$ cat config.mk
export PLATFORM = sky130hd
export DESIGN_NAME = fetch_top
export DESIGN_NICKNAME = d
export VERILOG_FILES = /design/src/fetch_pkg.sv /design/src/fetch_pc.sv /design/src/fetch_ifu.sv /design/src/fetch_hold_buf.sv /design/src/fetch_stage.sv /design/src/fetch_top.sv
export SDC_FILE = /design/constraint.sdc
export NUM_CORES = 1
export LEC_CHECK = 0
export BUFFER_PORTS_ARGS = -buffer_cell sky130_fd_sc_hd__buf_2
export CAP_MARGIN = 20
export CORE_AREA = 2 2 125 103
export DETAILED_ROUTE_END_ITERATION = 6
export DIE_AREA = 0 0 127 105
export MAX_ROUTING_LAYER = met4
export PLACE_DENSITY = 0.95
export SYNTH_ARGS = -nofsm -noshare
export SYNTH_HDL_FRONTEND = slang
export SYNTH_SLANG_ARGS = --single-unit
$ cat constraint.sdc
create_clock -name i_clk -period 5.45 [get_ports i_clk]
set_input_delay 0.8175 -clock i_clk [delete_from_list [all_inputs] [get_ports i_clk]]
set_output_delay 0.8175 -clock i_clk [all_outputs]
set_load 0.01 [all_outputs]
$ cat src/fetch_pkg.sv
// instruction fetch shared types
`default_nettype none

package fetch_pkg;

  // widths
  localparam int PC_WD        = 32;
  localparam int INST_WD      = 32;
  localparam int SRAM_DATA_WD = 64;
  localparam int SRAM_ADDR_WD = 32;
  localparam int OPC_WD       = 7;

  localparam logic [PC_WD-1:0] PC_RESETVAL = 32'h8000_0000; // first fetched address
  localparam logic [PC_WD-1:0] INST_BYTES  = 32'd4;          // sequential step

  // control-flow opcodes seen by predecode
  localparam logic [OPC_WD-1:0] OPC_BRANCH = 7'b1100011;
  localparam logic [OPC_WD-1:0] OPC_JAL    = 7'b1101111;
  localparam logic [OPC_WD-1:0] OPC_JALR   = 7'b1100111;

  typedef logic [PC_WD-1:0]        pc_t;
  typedef logic [INST_WD-1:0]      inst_t;
  typedef logic [SRAM_DATA_WD-1:0] sram_data_t;

  // from decode, 34 bits
  typedef struct packed {
    logic stall;  // load-to-branch, no fetch this cycle
    logic taken;  // redirect
    pc_t  target;
  } br_bus_t;

  typedef struct packed {
    logic is_branch;
    logic is_jal;
    logic is_jalr;
  } predecode_t;

  // to decode, 67 bits
  typedef struct packed {
    pc_t        pc;
    inst_t      inst;
    predecode_t predecode;
  } fs_to_ds_bus_t;

endpackage

`default_nettype wire

$ cat src/fetch_pc.sv
// fetch program counter
`timescale 1ns/100ps
`default_nettype none

module fetch_pc (
  input  logic              i_clk,
  input  logic              i_arst_n,
  input  logic              i_load,       // request accepted this cycle
  input  logic              i_br_taken,
  input  fetch_pkg::pc_t    i_br_target,
  output fetch_pkg::pc_t    o_pc,
  output fetch_pkg::pc_t    o_inst_sram_addr
);

  fetch_pkg::pc_t                      pc_q;
  fetch_pkg::pc_t                      seq_pc;
  logic [fetch_pkg::SRAM_ADDR_WD-1:0] req_addr;

  assign seq_pc = pc_q + fetch_pkg::INST_BYTES;

  // redirect wins over the sequential address
  always_comb begin
    if (i_br_taken) begin
      req_addr = i_br_target;
    end else begin
      req_addr = seq_pc;
    end
  end

  // one step behind reset PC so the first request is PC_RESETVAL
  always_ff @(posedge i_clk or negedge i_arst_n) begin
    if (!i_arst_n) begin
      pc_q <= fetch_pkg::PC_RESETVAL - fetch_pkg::INST_BYTES;
    end else if (i_load) begin
      pc_q <= req_addr;
    end
  end

  assign o_pc             = pc_q;
  assign o_inst_sram_addr = req_addr;

endmodule

`default_nettype wire

$ cat src/fetch_ifu.sv
// instruction select and predecode
`timescale 1ns/100ps
`default_nettype none

module fetch_ifu (
  input  logic                    i_pc_align,        // pc[2]
  input  fetch_pkg::sram_data_t   i_inst_sram_rdata,
  output fetch_pkg::inst_t        o_inst,
  output fetch_pkg::predecode_t   o_predecode
);

  fetch_pkg::inst_t              inst_lo;
  fetch_pkg::inst_t              inst_hi;
  logic [fetch_pkg::OPC_WD-1:0] opcode;

  // 64-bit read holds two words
  assign inst_lo = i_inst_sram_rdata[fetch_pkg::INST_WD-1:0];
  assign inst_hi = i_inst_sram_rdata[fetch_pkg::SRAM_DATA_WD-1 -: fetch_pkg::INST_WD];

  always_comb begin
    if (i_pc_align) begin
      o_inst = inst_hi;
    end else begin
      o_inst = inst_lo;
    end
  end

  assign opcode = o_inst[fetch_pkg::OPC_WD-1:0];

  // opcode match only, rest is left to decode
  always_comb begin
    o_predecode.is_branch = (opcode == fetch_pkg::OPC_BRANCH);
    o_predecode.is_jal    = (opcode == fetch_pkg::OPC_JAL);
    o_predecode.is_jalr   = (opcode == fetch_pkg::OPC_JALR);
  end

endmodule

`default_nettype wire

$ cat src/fetch_hold_buf.sv
// fetch response hold buffer
`timescale 1ns/100ps
`default_nettype none

module fetch_hold_buf (
  input  logic                      i_clk,
  input  logic                      i_arst_n,
  input  logic                      i_save,   // response arrived, decode busy
  input  logic                      i_clear,  // decode takes it
  input  fetch_pkg::fs_to_ds_bus_t  i_bus,
  output fetch_pkg::fs_to_ds_bus_t  o_bus,
  output logic                      o_full
);

  fetch_pkg::fs_to_ds_bus_t bus_q;
  logic                     full_q;

  // the SRAM gives its data once, so keep it here until decode is ready
  always_ff @(posedge i_clk or negedge i_arst_n) begin
    if (!i_arst_n) begin
      full_q <= 1'b0;
    end else if (i_clear) begin
      full_q <= 1'b0;
    end else if (i_save) begin
      full_q <= 1'b1;
    end
  end

  always_ff @(posedge i_clk) begin
    if (i_clear) begin
      bus_q <= '0;        // clear wins
    end else if (i_save) begin
      bus_q <= i_bus;
    end
  end

  assign o_bus  = bus_q;
  assign o_full = full_q;

endmodule

`default_nettype wire

$ cat src/fetch_stage.sv
// pre-fetch and fetch stage
`timescale 1ns/100ps
`default_nettype none

module fetch_stage (
  input  logic                      i_clk,
  input  logic                      i_arst_n,
  // decode side
  input  logic                      i_ds_allowin,
  input  fetch_pkg::br_bus_t        i_br_bus,
  output logic                      o_fs_to_ds_valid,
  output fetch_pkg::fs_to_ds_bus_t  o_fs_to_ds_bus,
  // inst sram
  output logic                      o_inst_sram_ren,
  output fetch_pkg::pc_t            o_inst_sram_addr,
  input  fetch_pkg::sram_data_t     i_inst_sram_rdata,
  input  logic                      i_inst_sram_addr_ok,
  input  logic                      i_inst_sram_data_ok
);

  logic                      pre_fs_ready_go;
  logic                      fs_load;
  logic                      fs_valid;
  logic                      fs_ready_go;
  logic                      fs_allowin;
  fetch_pkg::pc_t            fs_pc;
  fetch_pkg::inst_t          fs_inst;
  fetch_pkg::predecode_t     fs_predecode;
  fetch_pkg::fs_to_ds_bus_t  live_bus;
  fetch_pkg::fs_to_ds_bus_t  hold_bus;
  logic                      hold_full;
  logic                      hold_save;

  // pre-fetch: request accepted unless decode asks for a stall
  assign pre_fs_ready_go = ~i_br_bus.stall & i_inst_sram_addr_ok;
  assign fs_load         = pre_fs_ready_go & fs_allowin;
  assign o_inst_sram_ren = fs_allowin;   // one request in flight at most

  // fetch: waits for data_ok or a held packet
  assign fs_ready_go = i_inst_sram_data_ok | hold_full;
  assign fs_allowin  = ~fs_valid | (fs_ready_go & i_ds_allowin);

  always_ff @(posedge i_clk or negedge i_arst_n) begin
    if (!i_arst_n) begin
      fs_valid <= 1'b0;
    end else if (fs_allowin) begin
      fs_valid <= pre_fs_ready_go;
    end
  end

  assign o_fs_to_ds_valid = fs_valid & fs_ready_go;

  assign live_bus = '{pc: fs_pc, inst: fs_inst, predecode: fs_predecode};

  // held packet has priority, live path is combinational from rdata
  assign o_fs_to_ds_bus = hold_full ? hold_bus : live_bus;

  assign hold_save = i_inst_sram_data_ok & ~i_ds_allowin;

  fetch_pc u_pc (
    .i_clk            (i_clk),
    .i_arst_n         (i_arst_n),
    .i_load           (fs_load),
    .i_br_taken       (i_br_bus.taken),
    .i_br_target      (i_br_bus.target),
    .o_pc             (fs_pc),
    .o_inst_sram_addr (o_inst_sram_addr)
  );

  fetch_ifu u_ifu (
    .i_pc_align        (fs_pc[2]),      // upper or lower word of the 64-bit read
    .i_inst_sram_rdata (i_inst_sram_rdata),
    .o_inst            (fs_inst),
    .o_predecode       (fs_predecode)
  );

  fetch_hold_buf u_hold_buf (
    .i_clk    (i_clk),
    .i_arst_n (i_arst_n),
    .i_save   (hold_save),
    .i_clear  (i_ds_allowin),
    .i_bus    (live_bus),
    .o_bus    (hold_bus),
    .o_full   (hold_full)
  );

endmodule

`default_nettype wire

$ cat src/fetch_top.sv
// instruction fetch top
`timescale 1ns/100ps
`default_nettype none

module fetch_top (
  input  logic                      i_clk,
  input  logic                      i_arst_n,
  // decode
  input  logic                      i_ds_allowin,
  input  fetch_pkg::br_bus_t        i_br_bus,
  output logic                      o_fs_to_ds_valid,
  output fetch_pkg::fs_to_ds_bus_t  o_fs_to_ds_bus,
  // inst sram
  output logic                      o_inst_sram_ren,
  output fetch_pkg::pc_t            o_inst_sram_addr,
  input  fetch_pkg::sram_data_t     i_inst_sram_rdata,
  input  logic                      i_inst_sram_addr_ok,
  input  logic                      i_inst_sram_data_ok
);

  fetch_stage u_fetch_stage (
    .i_clk               (i_clk),
    .i_arst_n            (i_arst_n),
    .i_ds_allowin        (i_ds_allowin),
    .i_br_bus            (i_br_bus),
    .o_fs_to_ds_valid    (o_fs_to_ds_valid),
    .o_fs_to_ds_bus      (o_fs_to_ds_bus),
    .o_inst_sram_ren     (o_inst_sram_ren),
    .o_inst_sram_addr    (o_inst_sram_addr),
    .i_inst_sram_rdata   (i_inst_sram_rdata),
    .i_inst_sram_addr_ok (i_inst_sram_addr_ok),
    .i_inst_sram_data_ok (i_inst_sram_data_ok)
  );

endmodule

`default_nettype wire

* Yosys cells after proc, flatten, opt, wreduce, memory -nomap -nowiden
Index checks and enable logic that the tools add are counted.
Storage, ports and cells: bits in registers 101, input bits 103, output and inout port bits 101, word-level logic and storage cells 28
Operators by class: add/sub/neg operators 1, eq/ne operators 3, mux-type cells 5, bitwise operators 10, reduce and logical (&&, ||, !) cells 1
Operator list (count):
- 67-bit 2-to-1 mux | 1
- 32-bit 2-to-1 mux | 2
- 32-bit by 3-bit adder with 32-bit output (second input constant) | 1
- 7-bit == test (second input constant) | 3
- 1-bit AND | 5
- 1-bit inverter | 3
- 1-bit 2-to-1 mux | 2
- 1-bit bitwise OR | 2
- 2-bit nonzero test | 1

* Longest topological paths before layout
depth in word-level cells 4, mapped depth 7, mapped depth without buffers 5

* By module
From an unflattened synthesis, not the netlist that was laid out.
Second synthesis, totals: cells, all modules 659, area total of the unflattened synthesis 6470.0 um^2
By module, submodules not included:
- fetch_pc | times used 1, cells each 310, area an instance 2627.5 um^2, seq. area each 837.1 um^2
- fetch_hold_buf | times used 1, cells each 220, area an instance 2423.6 um^2, seq. area each 1366.3 um^2
- fetch_stage | times used 1, cells each 83, area an instance 915.9 um^2, seq. area each 25.0 um^2
- fetch_ifu | times used 1, cells each 46, area an instance 503.0 um^2, seq. area each 0.0 um^2

* Least setup slack after synthesis
Ideal clock, no wire load.
kind reg2out, start point register u_fetch_stage.u_pc.pc_q[5] (netlist: u_fetch_stage.u_pc.o_pc[5]), end point output port o_inst_sram_addr[25], arrival 2.024 ns, required time 4.633 ns, setup slack 2.608 ns, cell stages (with the launch flop) 6, path buffers 1, path through dfstp_2 > buf_4 > nand3_4 > or4_4 > or4_1 > a31oi_1
Between the ends: word-level cells in the longest chain between the ends 2
RTL lines:
- start: declaration | line fetch_pc.sv:15 | fetch_pkg::pc_t pc_q;
- start signal: assignment | line fetch_pc.sv:33 | pc_q <= fetch_pkg::PC_RESETVAL - fetch_pkg::INST_BYTES;
- start signal: assignment | line fetch_pc.sv:35 | pc_q <= req_addr;
- 32-bit by 3-bit adder with 32-bit output | line fetch_pc.sv:19 | assign seq_pc = pc_q + fetch_pkg::INST_BYTES;
- 32-bit 2-to-1 mux | line fetch_pc.sv:23 | if (i_br_taken) begin
- end: declaration | line fetch_top.sv:15 | output fetch_pkg::pc_t o_inst_sram_addr,
No other way between the ends.

* Final worst setup path
start point register u_fetch_stage.u_pc.pc_q[2] (netlist: u_fetch_stage.u_pc.o_pc[2]), end point output port o_inst_sram_addr[17]
The elaborated chain is that of the path after synthesis.

==> impl_metrics.env <==
export IMPL_power_switching_mw=0.7996
export IMPL_slew_headroom_pct=25.61
export IMPL_yosysSeqAreaShare_pct=33.76
export IMPL_drt_wl_total_um=18970
export IMPL_core_area_um2=11980
export IMPL_drtAntennaViolNets=0
export IMPL_switching_share_pct=33.02
export IMPL_die_w_um=127
export IMPL_synth_cell_types=61
export IMPL_rows=36
export IMPL_path_clk_slew_ns=0.07
export IMPL_cts_hold_buf=0
export IMPL_grt_max_degree=86
export IMPL_synth_ff_type="dfxtp_1"
export IMPL_slew_violations=0
export IMPL_grt_pass1_wl_um=29570
export IMPL_status="finished clean"
export IMPL_max_cap_violations=0
export IMPL_clk_latency_ns=0.35
export IMPL_overflow=0
export IMPL_synth_compound_area_share_pct=9.877
export IMPL_num_vias=6331
export IMPL_ys_warn_count=0
export IMPL_fin_crit_ns=3.922
export IMPL_cp_arrival_ns=3.10
export IMPL_comb_power_share_pct=31.1
export IMPL_utilization_pct=65.69
export IMPL_rsz0062_at_grt="false"
export IMPL_clock_fmax_mhz=255.0
export IMPL_path_cells="buf_4 -> nand4_1 -> nor4_2 -> xor2_1 -> mux2_2 -> buf_2"
export IMPL_cp_slowest_cell="nor4_2"
export IMPL_drc=0
export IMPL_cts_htree_levels=3
export IMPL_finalHoldViolCount=0
export IMPL_synthToLayoutAreaGrowth_pct=19.24
export IMPL_fin_worst_skew_ns=0.004863
export IMPL_yosys_area_share_adder_pct=0.1896
export IMPL_worstSetupStartpointType="register"
export IMPL_async_reset_ff_share_pct=33.66
export IMPL_p_total_mw=2.422
export IMPL_muxShareOfSynthArea_pct=27.92
export IMPL_intPower_mw=1.622
export IMPL_slowest_delay_ns=0.77
export IMPL_clock_sinks=101
export IMPL_setup_violations=0
export IMPL_cts_setup_buffers=0
export IMPL_synth_cells=745
export IMPL_worst_setup_path_type="reg -> out"
export IMPL_yosys_area_share_simple_pct=21.23
export IMPL_place_hpwl_um=13150
export IMPL_io_pins=204
export IMPL_cts_tree="done"
export IMPL_crit_fanout=43
export IMPL_synth_area_um2=6600
export IMPL_portBuffers=203
export IMPL_dieArea_um2=13340
export IMPL_syn_num_nets=849
export IMPL_required_ns=4.63
export IMPL_cts_buffer_depth=2
export IMPL_power_frac_seq_pct=41.0
export IMPL_worstMarginPinSlew_ns=1.106
export IMPL_finalCritPeriodShare_pct=71.96
export IMPL_nets=1003
export IMPL_drt_iter0_drc=664
export IMPL_end_kind="output pin"
export IMPL_wl_per_cell_um=17.96
export IMPL_grt_pass1_vias=5779
export IMPL_die_h_um=105
export IMPL_synth_edf_count=0
export IMPL_leakagePower_nw=3.504
export IMPL_cts_root_buffer="clkbuf_16"
export IMPL_grt_use_total_pct=28.39
export IMPL_antenna_cells=0
export IMPL_synthXorXnorAreaFrac_pct=1.460
export IMPL_via_per_inst=5.995
export IMPL_yosys_area_top_type="dfxtp_1"
export IMPL_cts_made_buffers=9
export IMPL_synth_top_family_by_area="multiplexers"
export IMPL_p_per_area_nw_per_um2=307.7
export IMPL_drive_gt1_share_pct=39.71
export IMPL_clkPwrFrac_pct=27.9
export IMPL_synth_seq_cells=101
export IMPL_synth_top_area_share_pct=20.32
export IMPL_fin_tns_setup_ns=0
export IMPL_place_congestion=0.9004
export IMPL_antenna_found_initial=0
export IMPL_hold_path_class="reg -> reg"
export IMPL_synth_avg_cell_area_um2=8.859
export IMPL_drtPass1Iterations=6
export IMPL_cts_resized=0
export IMPL_synth_area_leaders="dfxtp_1, mux2_2, dfstp_2"
export IMPL_initial_utilization_pct=55.09
export IMPL_vdd_drop_max_uv=163.0
registers in the layout, summed over array words and instances, names as in the netlist:
name and cells:
u_fetch_stage.fs_valid 1, u_fetch_stage.u_hold_buf.o_bus 67, u_fetch_stage.u_hold_buf.o_full 1, u_fetch_stage.u_pc.o_pc 32
cells by family (layout without fill, tap and decap cells):
| kind of cell | count (synthesis) | in the layout |
|---|---|---|
| AO/OA/AOI/OAI | 93 | 93 |
| multiplexers | 172 | 172 |
| buffers and inverters | 83 | 242 |
| flip-flops | 101 | 101 |
| XOR/XNOR | 11 | 11 |
| AND/OR/NAND/NOR | 284 | 284 |
| adder cells (fa/ha/maj) | 1 | 1 |
path summary, 6_finish.rpt:
| check | slack (ns) | from | to | cells past startpoint |
|---|---|---|---|---|
| worst min-delay path | 0.49 | u_fetch_stage.u_hold_buf.o_bus[34]$_SDFFE_PP0P_ | u_fetch_stage.u_hold_buf.o_bus[34]$_SDFFE_PP0P_ | 2 |
| worst min register to register | 0.49 | u_fetch_stage.u_hold_buf.o_bus[34]$_SDFFE_PP0P_ | u_fetch_stage.u_hold_buf.o_bus[34]$_SDFFE_PP0P_ | 2 |
| min in group asynchronous | 0.58 | i_arst_n | u_fetch_stage.u_pc.o_pc[0]$_DFFE_PN0P_ | 1 |
| worst max-delay path | 1.53 | u_fetch_stage.u_pc.o_pc[2]$_DFFE_PN1P_ | o_inst_sram_addr[17] | 6 |
| worst max register to register | 2.79 | u_fetch_stage.u_pc.o_pc[3]$_DFFE_PN1P_ | u_fetch_stage.u_pc.o_pc[30]$_DFFE_PN1P_ | 5 |
| max in group asynchronous | 4.29 | i_arst_n | u_fetch_stage.u_hold_buf.o_full$_DFFE_PN0P_ | 1 |
cell usage in the layout, fill, tap and decap left out, types with 7 or more instances in the layout:
master     synthesis  routed
buf_4              7       7
nor2_1            87      87
buf_2              9     202
dfxtp_1           67      67
inv_1             17      17
o21ai_0           31      31
clkbuf_16          0       9
nand2b_1          10      10
nand3_1           24      24
xor2_1             7       7
nand2_1           74      74
a211oi_1           7       7
dfstp_2           29      29
nor3_1            17      17
mux2_2            97      97
mux2i_1           75      75
nor4_1            17      17
nand4_1           23      23
through the flow:
step	cells	hold WS, ns	area, µm²	setup WS (ns)
final	1056	0.4913	7870	1.528
after global routing	1056	0.5133	7870	1.331
after CTS	1056	0.4964	7870	1.566
after detailed placement	1040	0.4785	7562	1.952
after global placement	1040	0.4664	7562	2.036
after floorplan	745	0.4544	6600	2.608
critical path, delay by kind of cell, from the launching register on:
| kind | cells | cell delay (ns) |
|---|---|---|
| simple gates | 2 | 1.09 |
| xor+xnor | 1 | 0.22 |
| buf+inv | 2 | 0.59 |
| flops | 1 | 0.53 |
| mux | 1 | 0.32 |
routing by layer:
metal | wire length [µm] | vias up | global-route usage (%)
met5 | 0 | - | -
met3 | 1468 | 36 | 5.274
met4 | 330 | 0 | 7.849
li1 | - | 2992 | -
met1 | 8474 | 2978 | 38.77
met2 | 8693 | 325 | 43.28
synthesized netlist by cell type (3+ instances only):
cell type and number:
a211oi_1 7, nor2_1 87, nor3_1 17, nand2_1 74, dfrtp_1 5, and3_1 3, nand3b_1 6, mux2_2 97
and4_1 6, buf_1 13, nand3_1 24, buf_2 9, inv_1 17, a211o_1 6, a21boi_0 3, a22oi_1 5
o2bb2ai_1 5, nand2b_1 10, a22o_1 3, dfxtp_1 67, clkbuf_1 33, o32ai_1 3, buf_4 7, o21ai_0 31
mux2i_1 75, nor4_1 17, dfstp_2 29, xor2_1 7, nand4_1 23, xnor2_1 4, o31ai_1 5, o211ai_1 3
area by class of cell:
| type | count | area (µm²) |
|---|---|---|
| Sequential cell | 101 | 2232 |
| Tap cell | 152 | 190.2 |
| Fill cell | 992 | 4111 |
| Inverter | 17 | 63.81 |
| Clock inverter | 5 | 75.07 |
| Multi-Input combinational cell | 561 | 4013 |
| Timing Repair Buffer | 209 | 1064 |
| Clock buffer | 11 | 232.7 |
power groups by stage:
| stage | combinational, mW | sequential, mW | clock [mW] |
|---|---|---|---|
| 2_1_floorplan | 0.590 | 0.913 | 0 |
| 3_3_place_gp | 0.730 | 0.992 | 0 |
| 3_5_place_dp | 0.745 | 0.999 | 0 |
| 4_1_cts | 0.752 | 0.986 | 0.684 |
| 5_1_grt | 0.818 | 1.00 | 0.718 |
| 6_report | 0.752 | 0.993 | 0.677 |
(Power assumes the default switching activity.)
